`src/ctrl_pkg.sv`:
```
// matrix-engine controller definitions
package ctrl_pkg;

    // operating phase of the cluster
    typedef enum logic [1:0] {
        PH_IDLE  = 2'd0,
        PH_Q_GEN = 2'd1,
        PH_PROJ  = 2'd2
    } phase_e;

    ////////////////////
    // cluster constants
    ////////////////////

    localparam int LANES            = 8;    // slices per bus line
    localparam int PROJ_WEIGHT_BASE = 512;  // q_gen weights start at 0
    localparam int BIAS_HEAD        = 1;    // head buffer target
    localparam int BIAS_RESID       = 2;    // residual buffer target

    ////////////////////
    // width types
    ////////////////////

    // column limit or write count, 1 to 64
    typedef logic [6:0] col_cnt_t;

    typedef logic [8:0] embd_t;         // embedding size up to 256
    typedef logic [8:0] col_idx_t;      // global column index

    // bus address split into line and slice
    typedef logic [5:0] line_t;
    typedef logic [2:0] slice_t;
    typedef logic [1:0] bias_t;

    typedef logic [9:0] wmem_addr_t;    // wraps at the top

    typedef logic [15:0] res_data_t;

endpackage

```
`src/phase_dispatch.sv`:
```
// phase dispatcher
`timescale 1ns/1ps

module phase_dispatch #(
    parameter int NUM_CORES = 4
) (
    input  logic                 clk,
    input  logic                 rst_n,
    input  ctrl_pkg::phase_e     phase_in,
    input  logic                 phase_update,
    input  logic                 start,
    input  ctrl_pkg::col_cnt_t   cfg_cols_per_core,
    input  ctrl_pkg::embd_t      cfg_embd_size,
    input  logic [NUM_CORES-1:0] core_finish,
    output ctrl_pkg::phase_e     phase,
    output logic                 core_start,
    output ctrl_pkg::col_cnt_t   col_limit,
    output logic                 recompute_needed,
    output logic                 phase_done
);

    // embedding split evenly over the cores
    localparam int CORE_SHIFT = $clog2(NUM_CORES);

    logic [NUM_CORES-1:0] finish_seen;  // sticky, one per core
    logic [NUM_CORES-1:0] finish_all;

    ////////////////////
    // phase and start
    ////////////////////

    always_ff @(posedge clk or negedge rst_n) begin
        if (!rst_n) begin
            phase <= ctrl_pkg::PH_IDLE;
        end else if (phase_update) begin
            phase <= phase_in;
        end
    end

    // start reaches the cores one cycle late
    always_ff @(posedge clk or negedge rst_n) begin
        if (!rst_n) begin
            core_start <= 1'b0;
        end else begin
            core_start <= start;
        end
    end

    // per-core column count, cfg held for the whole phase
    always_comb begin
        case (phase)
            ctrl_pkg::PH_Q_GEN: col_limit = cfg_cols_per_core;
            ctrl_pkg::PH_PROJ:  col_limit = ctrl_pkg::col_cnt_t'(cfg_embd_size >> CORE_SHIFT);
            default:            col_limit = '0;
        endcase
    end

    assign recompute_needed = (phase == ctrl_pkg::PH_Q_GEN);  // only q_gen

    ////////////////////
    // finish collection
    ////////////////////

    assign finish_all = finish_seen | core_finish;

    // done fires on the edge where the last missing bit arrives
    always_ff @(posedge clk or negedge rst_n) begin
        if (!rst_n) begin
            finish_seen <= '0;
            phase_done  <= 1'b0;
        end else begin
            phase_done <= (&finish_all) && !(&finish_seen);
            if (core_start) begin
                finish_seen <= '0;
            end else begin
                finish_seen <= finish_all;
            end
        end
    end

endmodule

```
`config.mk`:
```
export PLATFORM = sky130hd
export DESIGN_NAME = phase_dispatch
export DESIGN_NICKNAME = d
export VERILOG_FILES = /design/src/ctrl_pkg.sv /design/src/phase_dispatch.sv
export SDC_FILE = /design/constraint.sdc
export NUM_CORES = 1
export LEC_CHECK = 0
export ABC_AREA = 0
export BUFFER_PORTS_ARGS = -buffer_cell sky130_fd_sc_hd__buf_4
export CELL_PAD_IN_SITES_DETAIL_PLACEMENT = 2
export CELL_PAD_IN_SITES_GLOBAL_PLACEMENT = 2
export CORE_UTILIZATION = 17
export CTS_CLUSTER_SIZE = 8
export DETAILED_ROUTE_END_ITERATION = 8
export PLACE_DENSITY_LB_ADDON = 0.25
export SYNTH_ARGS = -nofsm -noshare
export SYNTH_HDL_FRONTEND = slang
export SYNTH_SLANG_ARGS = --single-unit
```
`constraint.sdc`:
```
create_clock -name clk -period 1.4 [get_ports clk]
set_input_delay 0.14 -clock clk [delete_from_list [all_inputs] [get_ports clk]]
set_output_delay 0.14 -clock clk [all_outputs]
set_load 0.01 [all_outputs]
```
==> qor.txt <==
Setup Crit Path Kind = reg2out
F_max = 692 MHz
Leakage power = 0.385 nW
Cell area after synthesis = 387 um2
Drt pass-1 iters = 2
Min cycle time layout = 1.44 ns
First-pass GRT wire length = 2540 um
Most frequent cells in the layout = 38 x buf_4, 15 x nor2_1, 7 x dfrtp_1, 5 x a22oi_1, 3 x clkbuf_4
Port bufs = 35
Vias in the first global route = 558
Footprint of the multi-input gates = 214 um2
Hpwl dp = 1150 um
Hold crit path type = in2reg
Deepest clock path buffer count = 2
Syn nets = 69
Hold violation count in the final report = 0
WP data arrival = 1.30 ns
Crit path launch type = flip-flop
Hold depth = 2
Grt ovf = 0
Root Buffer = clkbuf_4
H-tree depth = 1
Layout cell share with drive strength beyond 1 = 0.583
CTS Buf Count = 3
Initial antenna violation count = 0
Commonest non-fill, non-tap cell in the layout = buf_4
Status = finished, violations left
Worst skew pair latency = 0.25 ns
Via density = 4.38
Ports = 38
FF-to-FF path depth = 3
Critical Path Fanout Max = 8
GPL Wtd Cong = 0.634
Number of synthesized register bits = 8
CTS tree = done
Clk slew on worst S/H paths = 0.05 ns
RSZ-0062 raised after global routing = yes
Pin count of the biggest net entering global routing = 9
Starting Density = 0.189
FF-to-FF setup slack = 0.49 ns
Drt wl/cell = 13.3 um
Avg Inst Size Synth = 9.43 um2
DRC violations left = 0
Height of the chip = 49.7 um
RR Endpoint = phase[1]
Syn. warnings = 0
Total Wirelength = 1480 um
Max-cap violations = 0
P per Cell Area = 851 nW/um2
CP endpoint kind = primary output
Worst-Margin Slew = 0.196 ns
Register area = 201 um2
# setup viols final = 7
Layout net count = 114
Data required, critical path = 1.26 ns
Post-synthesis sequential area ratio = 0.518
Via count = 486
Reg2reg start = phase[1]
Core box area = 2040 um2
Die area = 2470 um2
Chip width = 49.7 um
Clock sinks = 8
GRT Util Overall = 0.142
Iter 0 DRT Violations = 1
Failing checks = negative setup slack
Synth-to-Final Area Change = 103%
Worst Hold Margin = 0.111 ns
Period utilization = 1.03
Worst setup margin = -0.0447 ns
Hold EP = phase[0]
Hold path start = phase_update
VDD IR max = 493 uV
N_diodes = 0
Final setup TNS = -0.258 ns
Clk_skew = 0.00369 ns
Antenna Violating Nets Remaining = 0
Mapped Cells = 41
Final Slew Violations = 0
Slew HR = 0.868
Distinct cells, synth = 10
Number of fill cells in the layout = 248
Row Count = 16
final cells by class:
cell class              count  share of cell area
repair buffers             40               0.389
multi-input cells          31               0.273
flip-flops and latches      8               0.257
well taps                  27              0.0431
clock buffers               3              0.0287
inverters                   2             0.00957
worst max-delay path by stage:
stage | from | to | slack, ns | cells past startpoint
finish | phase[1] | col_limit[1] | -0.04 | 5
global route | phase[1] | col_limit[4] | -0.14 | 5
CTS | phase[0] | col_limit[1] | -0.08 | 5
detailed placement | phase[1] | col_limit[2] | 0.09 | 5
global placement | phase[1] | col_limit[3] | 0.10 | 5
floorplan | phase[1] | col_limit[3] | 0.17 | 4
where the power goes:
part	internal, W	leakage, nW	switching, W
Combinational	0.000134	0.273	0.0000954
Clock	0.0000978	0.0138	0.0000752
Sequential	0.000249	0.0979	0.0000160
critical path, stage by stage, from the launching register on:
cell and delay, ns:
dfrtp_1 0.42, inv_2 0.07, ha_4 0.20, a22oi_1 0.16, nor2_1 0.06, buf_4 0.14
synth_stat cells:
| library cell | number | area share |
|---|---|---|
| a22oi_1 | 7 | 0.14 |
| and4_1 | 1 | 0.023 |
| dfrtp_1 | 8 | 0.52 |
| ha_1 | 2 | 0.065 |
| inv_1 | 2 | 0.019 |
| nand2_1 | 2 | 0.019 |
| nor2_1 | 15 | 0.15 |
| nor4_2 | 1 | 0.032 |
| o21ai_0 | 2 | 0.026 |
| o22ai_1 | 1 | 0.016 |
routing by layer:
| metal | global-route usage | vias up | share of wire | wire length (um) |
|---|---|---|---|---|
| li1 | - | 234 | - | - |
| met4 | 0.100 | 0 | 0.018 | 27 |
| met1 | 0.145 | 233 | 0.35 | 512 |
| met3 | 0.0494 | 2 | 0.070 | 104 |
| met5 | 0 | - | 0 | 0 |
| met2 | 0.239 | 17 | 0.56 | 833 |
stage by stage:
stage | area (um2) | std cells | util | total power [W] | worst slack (ns)
4_1_cts | 771 | 110 | 0.377 | 0.000676 | -0.0781
6_report | 785 | 111 | 0.384 | 0.000668 | -0.0447
3_3_place_gp | 683 | 103 | 0.335 | 0.000456 | 0.104
3_5_place_dp | 683 | 103 | 0.335 | 0.000461 | 0.0902
2_1_floorplan | 387 | 41 | - | 0.000339 | 0.170
5_1_grt | 785 | 111 | 0.384 | 0.000721 | -0.140
flip-flops by register name (all words and copies together) (netlist names):
signal,cells
phase,2
core_start,1
finish_seen,4
phase_done,1
kinds of logic (layout without fill, tap and decap cells):
logic type      Yosys count  in the layout  share of synthesized area
flops                     8              8                      0.518
simple gates             19             19                      0.220
fa+ha+maj                 2              2                     0.0647
buf+inv                   2             45                     0.0194
compound gates           10             10                      0.178
timing repair:
action | CTS | global route
endpoints found under the hold margin | 9 | 0
cloned | 0 | 0
pin swaps | 0 | 1
buffers inserted | 2 | 1
gates resized for setup | 7 | 2
hold buffers | 2 | 0
setup endpoints to repair | 7 | 7
Note: power is estimated with default switching activity, not from simulation.
