--- config.mk ---
export PLATFORM = sky130hd
export DESIGN_NAME = core_ctrl_flat
export DESIGN_NICKNAME = d
export VERILOG_FILES = /design/src/ctrl_pkg.sv /design/src/wr_if.sv /design/src/core_ctrl.sv /design/src/flat_wrapper.sv
export SDC_FILE = /design/constraint.sdc
export NUM_CORES = 1
export LEC_CHECK = 0
export BUFFER_PORTS_ARGS = -buffer_cell sky130_fd_sc_hd__buf_4
export CORE_MARGIN = 3
export CORE_UTILIZATION = 29
export CTS_CLUSTER_SIZE = 25
export DETAILED_ROUTE_END_ITERATION = 8
export GPL_TIMING_DRIVEN = 0
export PLACE_DENSITY = 0.53
export SLEW_MARGIN = 15
export SYNTH_ARGS = -nofsm -noshare
export SYNTH_HDL_FRONTEND = slang
export SYNTH_SLANG_ARGS = --single-unit
--- constraint.sdc ---
create_clock -name clk -period 1.95 [get_ports clk]
set_input_delay 0.39 -clock clk [delete_from_list [all_inputs] [get_ports clk]]
set_output_delay 0.39 -clock clk [all_outputs]
set_load 0.005 [all_outputs]
--- src/ctrl_pkg.sv ---
// matrix-engine controller definitions
package ctrl_pkg;

    // operating phase of the cluster
    typedef enum logic [1:0] {
        PH_IDLE  = 2'd0,
        PH_Q_GEN = 2'd1,
        PH_PROJ  = 2'd2
    } phase_e;

    ////////////////////
    // cluster constants
    ////////////////////

    localparam int LANES            = 8;    // slices per bus line
    localparam int PROJ_WEIGHT_BASE = 512;  // q_gen weights start at 0
    localparam int BIAS_HEAD        = 1;    // head buffer target
    localparam int BIAS_RESID       = 2;    // residual buffer target

    ////////////////////
    // width types
    ////////////////////

    // column limit or write count, 1 to 64
    typedef logic [6:0] col_cnt_t;

    typedef logic [8:0] embd_t;         // embedding size up to 256
    typedef logic [8:0] col_idx_t;      // global column index

    // bus address split into line and slice
    typedef logic [5:0] line_t;
    typedef logic [2:0] slice_t;
    typedef logic [1:0] bias_t;

    typedef logic [9:0] wmem_addr_t;    // wraps at the top

    typedef logic [15:0] res_data_t;

endpackage

--- src/wr_if.sv ---
// core write beat interface
`timescale 1ns/1ps

interface wr_if;

    logic                valid;
    logic                ready;
    ctrl_pkg::bias_t     bias;     // bus target
    ctrl_pkg::line_t     line;
    ctrl_pkg::slice_t    slice;
    ctrl_pkg::res_data_t data;

    // beat moves on valid and ready, fields held until then
    modport source (
        output valid,
        output bias,
        output line,
        output slice,
        output data,
        input  ready
    );

    modport sink (
        input  valid,
        input  bias,
        input  line,
        input  slice,
        input  data,
        output ready
    );

endinterface

--- src/core_ctrl.sv ---
// core read pointer and write address generator
`timescale 1ns/1ps

module core_ctrl #(
    parameter int CORE_INDEX = 0
) (
    input  logic                 clk,
    input  logic                 rst_n,
    input  ctrl_pkg::phase_e     phase,
    input  logic                 core_start,
    input  ctrl_pkg::col_cnt_t   col_limit,
    input  logic                 act_valid,
    input  logic                 res_valid,
    input  ctrl_pkg::res_data_t  res_data,
    output logic                 res_ready,
    output logic                 wmem_ren,
    output ctrl_pkg::wmem_addr_t wmem_raddr,
    output logic                 finish,
    wr_if.source                 wr
);

    logic                 active;     // between core_start and last beat
    logic                 all_taken;  // last result already accepted
    ctrl_pkg::col_cnt_t   wr_cnt;     // results accepted so far
    ctrl_pkg::col_idx_t   col_idx;    // column of the next result
    ctrl_pkg::wmem_addr_t rd_base;
    ctrl_pkg::bias_t      wr_bias;
    logic                 res_fire;
    logic                 beat_xfer;
    logic                 last_xfer;

    // phase decode
    assign rd_base = (phase == ctrl_pkg::PH_PROJ) ?
                     ctrl_pkg::wmem_addr_t'(ctrl_pkg::PROJ_WEIGHT_BASE) : '0;
    assign wr_bias = (phase == ctrl_pkg::PH_PROJ) ?
                     ctrl_pkg::bias_t'(ctrl_pkg::BIAS_RESID) :
                     ctrl_pkg::bias_t'(ctrl_pkg::BIAS_HEAD);

    assign beat_xfer = wr.valid & wr.ready;
    assign last_xfer = beat_xfer & all_taken;  // stage holds the final beat

    // stage free or draining this cycle
    assign res_ready = active & ~all_taken & (~wr.valid | wr.ready);
    assign res_fire  = res_valid & res_ready;

    ////////////////////
    // read pointer
    ////////////////////

    always_ff @(posedge clk or negedge rst_n) begin
        if (!rst_n) begin
            wmem_ren   <= 1'b0;
            wmem_raddr <= '0;
        end else begin
            wmem_ren <= active & ~last_xfer & act_valid;  // one read per act beat
            if (core_start) begin
                wmem_raddr <= rd_base;
            end else if (wmem_ren) begin
                wmem_raddr <= wmem_raddr + 1'b1;
            end
        end
    end

    ////////////////////
    // write counters
    ////////////////////

    always_ff @(posedge clk or negedge rst_n) begin
        if (!rst_n) begin
            active    <= 1'b0;
            all_taken <= 1'b0;
            wr_cnt    <= '0;
            col_idx   <= '0;
            finish    <= 1'b0;
        end else begin
            finish <= last_xfer;
            if (core_start) begin
                active    <= 1'b1;
                all_taken <= 1'b0;
                wr_cnt    <= '0;
                col_idx   <= ctrl_pkg::col_idx_t'(CORE_INDEX * col_limit);  // slice start
            end else begin
                if (last_xfer) begin
                    active <= 1'b0;
                end
                if (res_fire) begin
                    wr_cnt  <= wr_cnt + 1'b1;
                    col_idx <= col_idx + 1'b1;
                    if (wr_cnt == col_limit - 1'b1) begin
                        all_taken <= 1'b1;
                    end
                end
            end
        end
    end

    ////////////////////
    // output stage
    ////////////////////

    always_ff @(posedge clk or negedge rst_n) begin
        if (!rst_n) begin
            wr.valid <= 1'b0;
        end else if (res_fire) begin
            wr.valid <= 1'b1;
        end else if (beat_xfer) begin
            wr.valid <= 1'b0;
        end
    end

    // line and slice from the column index
    always_ff @(posedge clk) begin
        if (res_fire) begin
            wr.bias  <= wr_bias;
            wr.line  <= ctrl_pkg::line_t'(col_idx / ctrl_pkg::LANES);
            wr.slice <= ctrl_pkg::slice_t'(col_idx % ctrl_pkg::LANES);
            wr.data  <= res_data;
        end
    end

endmodule

--- src/flat_wrapper.sv ---
// flat-port wrapper written by rule: the top's interface ports become plain ports
module core_ctrl_flat 
#(
    parameter int CORE_INDEX = 0
)
  (clk, rst_n, phase, core_start, col_limit, act_valid, res_valid, res_data, res_ready, wmem_ren, wmem_raddr, finish, wr_valid, wr_bias, wr_line, wr_slice, wr_data, wr_ready);
  wr_if wr_i ();
  input  logic clk;
  input  logic rst_n;
  input  ctrl_pkg::phase_e phase;
  input  logic core_start;
  input  ctrl_pkg::col_cnt_t col_limit;
  input  logic act_valid;
  input  logic res_valid;
  input  ctrl_pkg::res_data_t res_data;
  output logic res_ready;
  output logic wmem_ren;
  output ctrl_pkg::wmem_addr_t wmem_raddr;
  output logic finish;
  output wire logic [$bits(wr_i.valid)-1:0] wr_valid;
  output wire logic [$bits(wr_i.bias)-1:0] wr_bias;
  output wire logic [$bits(wr_i.line)-1:0] wr_line;
  output wire logic [$bits(wr_i.slice)-1:0] wr_slice;
  output wire logic [$bits(wr_i.data)-1:0] wr_data;
  input wire logic [$bits(wr_i.ready)-1:0] wr_ready;
  assign wr_valid = wr_i.valid;
  assign wr_bias = wr_i.bias;
  assign wr_line = wr_i.line;
  assign wr_slice = wr_i.slice;
  assign wr_data = wr_i.data;
  assign wr_i.ready = wr_ready;
  core_ctrl #(.CORE_INDEX(CORE_INDEX)) u_core (.clk(clk), .rst_n(rst_n), .phase(phase), .core_start(core_start), .col_limit(col_limit), .act_valid(act_valid), .res_valid(res_valid), .res_data(res_data), .res_ready(res_ready), .wmem_ren(wmem_ren), .wmem_raddr(wmem_raddr), .finish(finish), .wr(wr_i));
endmodule
==> impl_metrics.env, run 1 <==
export IMPL_status="complete, no violations"
export IMPL_seqCellArea_sq_um=1587
export IMPL_ff2ff_path_depth=7
export IMPL_startpoint_type="flip-flop"
export IMPL_antenna_found_initial=0
export IMPL_first_pass_iters=4
export IMPL_final_cell_mix="buf_4 (71), dfrtp_1 (31), edfxtp_1 (27), nor2_1 (22)"
export IMPL_die_w_microns=98.59
export IMPL_yosysWarnings=0
export IMPL_r2r_start="u_core.wr.valid"
export IMPL_nFillCells=850
export IMPL_fin_skew_ns=0.004438
export IMPL_clock_root_buffer="clkbuf_8"
export IMPL_cts_tree="built"
export IMPL_hp_class="input port to flip-flop"
export IMPL_synth_seq_cells=58
export IMPL_endpoint_kind="flip-flop"
export IMPL_yosysSeqAreaShare_pct=63.81
export IMPL_portBuffers=71
export IMPL_cts_path_max_buffers=2
export IMPL_slew_viol_final=0
export IMPL_nets=319
export IMPL_cap_violations=0
export IMPL_grt_pass1_wl_microns=8811
export IMPL_slew_headroom_pct=66.70
export IMPL_post_route_min_period_ns=1.770
export IMPL_vias_per_cell=4.513
export IMPL_dpl_cell_area_sq_um=3151
export IMPL_synth_top_area_cell="edfxtp_1"
export IMPL_post_place_cells=377
export IMPL_finalInstanceArea_sq_um=3343
export IMPL_die_h_microns=98.59
export IMPL_max_slew_worst_pin_slew_ns=0.4995
export IMPL_worst_slack_ns=0.1803
export IMPL_routabilityCongestion=0.7517
export IMPL_vias=1778
export IMPL_core_sq_um=8258
export IMPL_multi_input_area_sq_um=858.3
export IMPL_syn_area_per_cell_sq_um=12.37
export IMPL_cts_sinks=58
export IMPL_clk_latency_ns=0.32
export IMPL_grt_pass1_vias=1788
export IMPL_io_pins=72
export IMPL_drt_first_iter_violations=56
export IMPL_fin_crit_sh_pct=90.75
export IMPL_grt_use_total_pct=11.39
export IMPL_synth_cells=201
export IMPL_arrival_ns=1.96
export IMPL_synth_cell_type_count=36
export IMPL_holdWs_ns=0.2429
export IMPL_dp_slack_ns=-0.2422
export IMPL_vdd_drop_max_mv=0.2772
export IMPL_layout_commonest_cell="buf_4"
export IMPL_leakage_nw=1.448
export IMPL_initial_core_util_pct=30.11
export IMPL_syn_to_final_growth_pct=34.47
export IMPL_crit_type="flip-flop to flip-flop"
export IMPL_drtAntennaViolNets=0
export IMPL_post_cts_buffers=0
export IMPL_n_antenna_cell=0
export IMPL_r2r_end="u_core.col_idx[4]"
export IMPL_powerDensity_nw_per_um2=798.3
export IMPL_netlist_area_sq_um=2486
export IMPL_fmax_ghz=0.5651
export IMPL_cp_data_required_time_ns=2.14
export IMPL_r2r_slack_ns=0.18
export IMPL_drive_gt1_share_pct=31.14
export IMPL_overflow=0
export IMPL_crit_start="u_core.wr.valid"
export IMPL_crit_end="u_core.col_idx[4]"
export IMPL_grt_max_degree=36
export IMPL_numCtsBuffers=9
export IMPL_synth_top_area_share_pct=32.61
export IMPL_setup_violations=0
export IMPL_path_clk_slew_ns=0.06
export IMPL_stdcell_count=394
export IMPL_setup_tns_ns=0
export IMPL_wl_per_cell_microns=13.25
export IMPL_routed_wl_microns=5222
export IMPL_cp_max_fo=35
export IMPL_cts_max_level=3
export IMPL_route_detailed_drc=0
export IMPL_final_hold_viol_count=0
export IMPL_die_area_sq_um=9720
export IMPL_dp_hpwl_microns=3747
export IMPL_rsz0062_at_grt="true"
export IMPL_rows=33
export IMPL_synth_nets=236
export IMPL_synth_area_top_cells="edfxtp_1 (33%), dfrtp_1 (31%), xor2_1 (5.3%), xnor2_1 (4.2%), nor2_1 (3.3%)"
==> synthesized netlist by cell type <==
cell / instances
or3_1: 3
nand4_4: 1
ha_1: 4
nand2b_1: 3
a21o_2: 1
nor4bb_1: 1
nor2b_1: 2
inv_2: 1
a21oi_1: 5
a211oi_1: 1
inv_1: 7
nor2_1: 22
mux2i_1: 2
or3_2: 1
and3_2: 1
xnor2_1: 12
nor3_1: 5
nand2_1: 15
and3_1: 2
and4_2: 1
nor2b_4: 1
nand4_1: 7
clkbuf_1: 3
and2_1: 2
o32ai_1: 1
dfrtp_1: 31
nand4b_1: 3
o21ai_0: 5
a21o_1: 1
and2_2: 1
and4_1: 1
edfxtp_1: 27
xor2_1: 15
nor4_1: 3
nand3_1: 8
nand3b_1: 2
==> worst min-delay path by stage <==
stage | from | to | cells after the start
after floorplan | rst_n | u_core.active | 0
after detailed placement | rst_n | u_core.wmem_raddr[6] | 1
after global placement | rst_n | u_core.wmem_raddr[6] | 1
final | res_data[13] | u_core.wr.data[13] | 1
after CTS | res_data[13] | u_core.wr.data[13] | 1
after global routing | res_data[13] | u_core.wr.data[13] | 1
==> state kept, by name, summed over array words and instances, names as in the netlist, 2 cells and up <==
signal / cells
u_core.wr.slice: 3
u_core.wr.data: 16
u_core.wmem_raddr: 10
u_core.col_idx: 9
u_core.wr.line: 6
u_core.wr_cnt: 7
u_core.wr.bias: 2
==> routing by layer <==
layer	routed length (microns)	track usage [%]	vias to the layer above
met4	40	3.782	0
li1	-	-	875
met1	2547	15.74	835
met3	407	4.034	6
met2	2227	16.69	62
met5	0	0	-
==> report_power, final <==
part | switching [mW] | total, mW | internal, mW | leakage (nW)
clock | 0.436 | 1.02 | 0.581 | 0.0894
sequential | 0.0392 | 1.39 | 1.35 | 0.680
combinational | 0.126 | 0.265 | 0.139 | 0.678
==> timing repair <==
item,CTS,global route
gates resized for setup,1,1
endpoints found under the setup margin,4,4
endpoints found under the hold margin,3,0
pin swaps,0,0
hold buffers,1,0
==> logic make-up (layout without fill, tap and decap cells) <==
| group | count (synthesis) | after routing | synth area share [%] |
|---|---|---|---|
| XOR/XNOR | 27 | 27 | 9.512 |
| multiplexers | 2 | 2 | 0.8053 |
| adder cells (fa/ha/maj) | 4 | 4 | 2.013 |
| flip-flops | 58 | 58 | 63.81 |
| AND/OR/NAND/NOR | 85 | 85 | 18.87 |
| AO/OA/AOI/OAI | 14 | 14 | 3.322 |
| buffers and inverters | 11 | 99 | 1.661 |
==> layout make-up <==
type,instances,area share (%)
sequential,58,47.45
multi-input combinational,132,25.67
timing repair buffer,72,16.24
clock buffer,12,4.042
tap,105,3.930
clock inverter,4,1.272
inverter,8,1.048
buffer,3,0.3368
==> per-stage QoR <==
| stage | util [%] | power, mW |
|---|---|---|
| 2_1_floorplan | - | 1.504 |
| 3_3_place_gp | 38.15 | 1.674 |
| 6_report | 40.48 | 2.669 |
| 3_5_place_dp | 38.15 | 1.681 |
| 5_1_grt | 40.48 | 2.810 |
| 4_1_cts | 40.45 | 2.717 |
==> worst max-delay path: stages (launching register included) <==
cell and delay, ns:
dfrtp_1 0.42, nand2b_1 0.18, and2_2 0.20, nand2_1 0.17, inv_6 0.31, nand4_1 0.16, xnor2_1 0.15, nor2_1 0.05
(Power assumes the default switching activity.)
==> run 2: changes to the inputs <==
Settings changed: SETUP_SLACK_MARGIN set to 0.2.
==> run 2 against run 1 <==
Compared with the run above:
- non-clock buffer count stayed put
- clock-buffer cell count unchanged
- hold slack got worse by 0.0030 ns
- die area is the same
- via count up 1.1%
- clock power about the same
- clock skew barely moved
- final area is 1.0% higher
- critical endpoint is now u_core.col_idx[8]
- worst setup slack improved by 0.13 ns
- core utilization increased by 0.42 points
- routed wire length up 2.2%
==> impl_metrics.env, run 2 (synthesized netlist as in run 1, its figures left out) <==
export IMPL_syn_to_final_growth_pct=35.88
export IMPL_path_clk_slew_ns=0.06
export IMPL_final_hold_viol_count=0
export IMPL_cts_path_max_buffers=2
export IMPL_arrival_ns=1.88
export IMPL_vdd_drop_max_mv=0.2952
export IMPL_post_route_min_period_ns=1.637
export IMPL_setup_violations=0
export IMPL_layout_commonest_cell="buf_4"
export IMPL_endpoint_kind="flip-flop"
export IMPL_rows=33
export IMPL_numCtsBuffers=9
export IMPL_switching_share_pct=22.78
export IMPL_status="complete, no violations"
export IMPL_clk_latency_ns=0.32
export IMPL_startpoint_type="flip-flop"
export IMPL_use_met3_pct=4.034
export IMPL_cap_violations=0
export IMPL_grt_use_met2_pct=16.64
export IMPL_met1_usage_pct=16.69
export IMPL_rsz0062_at_grt="false"
export IMPL_regMostFlops="u_core.wr.data"
export IMPL_gr_max_usage_layer="met1"
export IMPL_p_sw_mw=0.6115
export IMPL_initial_core_util_pct=30.11
export IMPL_grt_pass1_vias=1780
export IMPL_cp_data_required_time_ns=2.19
export IMPL_portBuffers=71
export IMPL_vias=1798
export IMPL_slew_viol_final=0
export IMPL_cts_tree="built"
export IMPL_routed_wl_microns=5336
export IMPL_grt_use_total_pct=11.69
export IMPL_pwr_share_clk_pct=37.9
export IMPL_die_w_microns=98.59
export IMPL_fin_skew_ns=0.004802
export IMPL_cts_max_level=3
export IMPL_crit_type="flip-flop to flip-flop"
export IMPL_io_pins=72
export IMPL_stdcell_count=395
export IMPL_routabilityCongestion=0.7517
export IMPL_final_cell_mix="buf_4 (71), dfrtp_1 (31), edfxtp_1 (27), nor2_1 (22), xor2_1 (15)"
export IMPL_core_sq_um=8258
export IMPL_max_slew_worst_pin_slew_ns=0.4995
export IMPL_grt_max_degree=32
export IMPL_grt_pass1_wl_microns=8990
export IMPL_drtAntennaViolNets=0
export IMPL_slew_headroom_pct=66.70
export IMPL_hp_class="input port to flip-flop"
export IMPL_fin_crit_sh_pct=83.94
export IMPL_n_antenna_cell=0
export IMPL_leakage_nw=1.467
export IMPL_die_area_sq_um=9720
export IMPL_drt_first_iter_violations=77
export IMPL_power_frac_seq_pct=51.7
export IMPL_cts_sinks=58
export IMPL_antenna_found_initial=0
export IMPL_wl_per_cell_microns=13.51
export IMPL_nFillCells=844
export IMPL_clock_root_buffer="clkbuf_8"
export IMPL_powerDensity_nw_per_um2=794.7
export IMPL_largest_register_ffs=16
export IMPL_die_h_microns=98.59
export IMPL_nets=320
export IMPL_utilization_pct=40.91
export IMPL_route_detailed_drc=0
export IMPL_drive_gt1_share_pct=32.07
export IMPL_post_place_cells=377
export IMPL_p_comb_share_pct=10.4
export IMPL_dp_hpwl_microns=3747
export IMPL_overflow=0
export IMPL_vias_per_cell=4.552
export IMPL_internal_power_mw=2.073
export IMPL_post_cts_buffers=0
export IMPL_cp_max_fo=6
export IMPL_fmax_ghz=0.6110
export IMPL_largestRegisters="u_core.wr.data (16), u_core.wmem_raddr (10), u_core.col_idx (9)"
export IMPL_first_pass_iters=4
==> run 2: cell count changes in the layout (fill, tap and decap cells not counted), sizes merged <==
cell	change
inv	+1
==> run 2: critical path, stage by stage (launching register included) <==
cell	delay, ns
dfrtp_1	0.42
nor2b_4	0.16
nand4_4	0.14
or3_1	0.34
or3_1	0.35
a21oi_1	0.15
==> run 2: what timing repair did <==
item,CTS,global route
gates resized for setup,6,3
gates cloned,1,0
endpoints found under the setup margin,35,5
pin swaps,0,0
hold endpoints to repair,3,0
hold buffers,1,0
==> run 2: layer usage <==
layer | vias up | share of wire (%) | routed length, microns
li1 | 879 | - | -
met1 | 853 | 48 | 2572
met2 | 62 | 43 | 2294
met3 | 4 | 8.1 | 430
met4 | 0 | 0.71 | 38
met5 | - | 0 | 0
==> run 2: stage by stage <==
stage	setup slack [ns]	power [mW]	hold WS, ns	setup TNS (ns)	cell area, sq um
finish	0.3132	2.685	0.2399	0	3378
global route	0.2006	2.827	0.2151	0	3378
CTS	0.2431	2.734	0.2238	0	3376
detailed placement	-0.2422	1.681	0.3552	-2.644	3151
global placement	-0.2020	1.674	0.3551	-1.748	3151
floorplan	0.2132	1.504	0.09441	0	2486
==> run 2: worst paths after layout <==
kind / depth (start not counted) / end / startpoint / slack [ns]
worst min register to register: 0 / u_core.wr.line[1] / u_core.col_idx[4] / 0.45
min in group asynchronous: 2 / u_core.wmem_raddr[6] / rst_n / 0.54
max in group asynchronous: 2 / u_core.col_idx[5] / rst_n / 1.10
worst max-delay path: 5 / u_core.col_idx[8] / u_core.all_taken / 0.31
worst max register to register: 5 / u_core.col_idx[8] / u_core.all_taken / 0.31
worst min-delay path: 1 / u_core.wr.data[13] / res_data[13] / 0.24
==> run 2: power by group through the flow <==
stage                     registers, mW  clock network [mW]  logic, mW
final                              1.39                1.02      0.280
after global routing               1.40                1.12      0.314
after CTS                          1.39                1.06      0.290
after detailed placement           1.41                   0      0.269
after global placement             1.41                   0      0.264
after floorplan                    1.41                   0     0.0953
==> run 2: area by class of cell <==
class | count | area (sq um) | share of cell area (%)
clock inverters | 4 | 42.54 | 1.259
clock buffers | 12 | 135.1 | 4.000
repair buffers | 72 | 543.0 | 16.07
multi-input cells | 132 | 873.3 | 25.85
inverters | 8 | 46.29 | 1.370
plain buffers | 3 | 11.26 | 0.3333
flip-flops and latches | 58 | 1587 | 46.96
well taps | 105 | 131.4 | 3.889
repair inverters | 1 | 8.758 | 0.2593
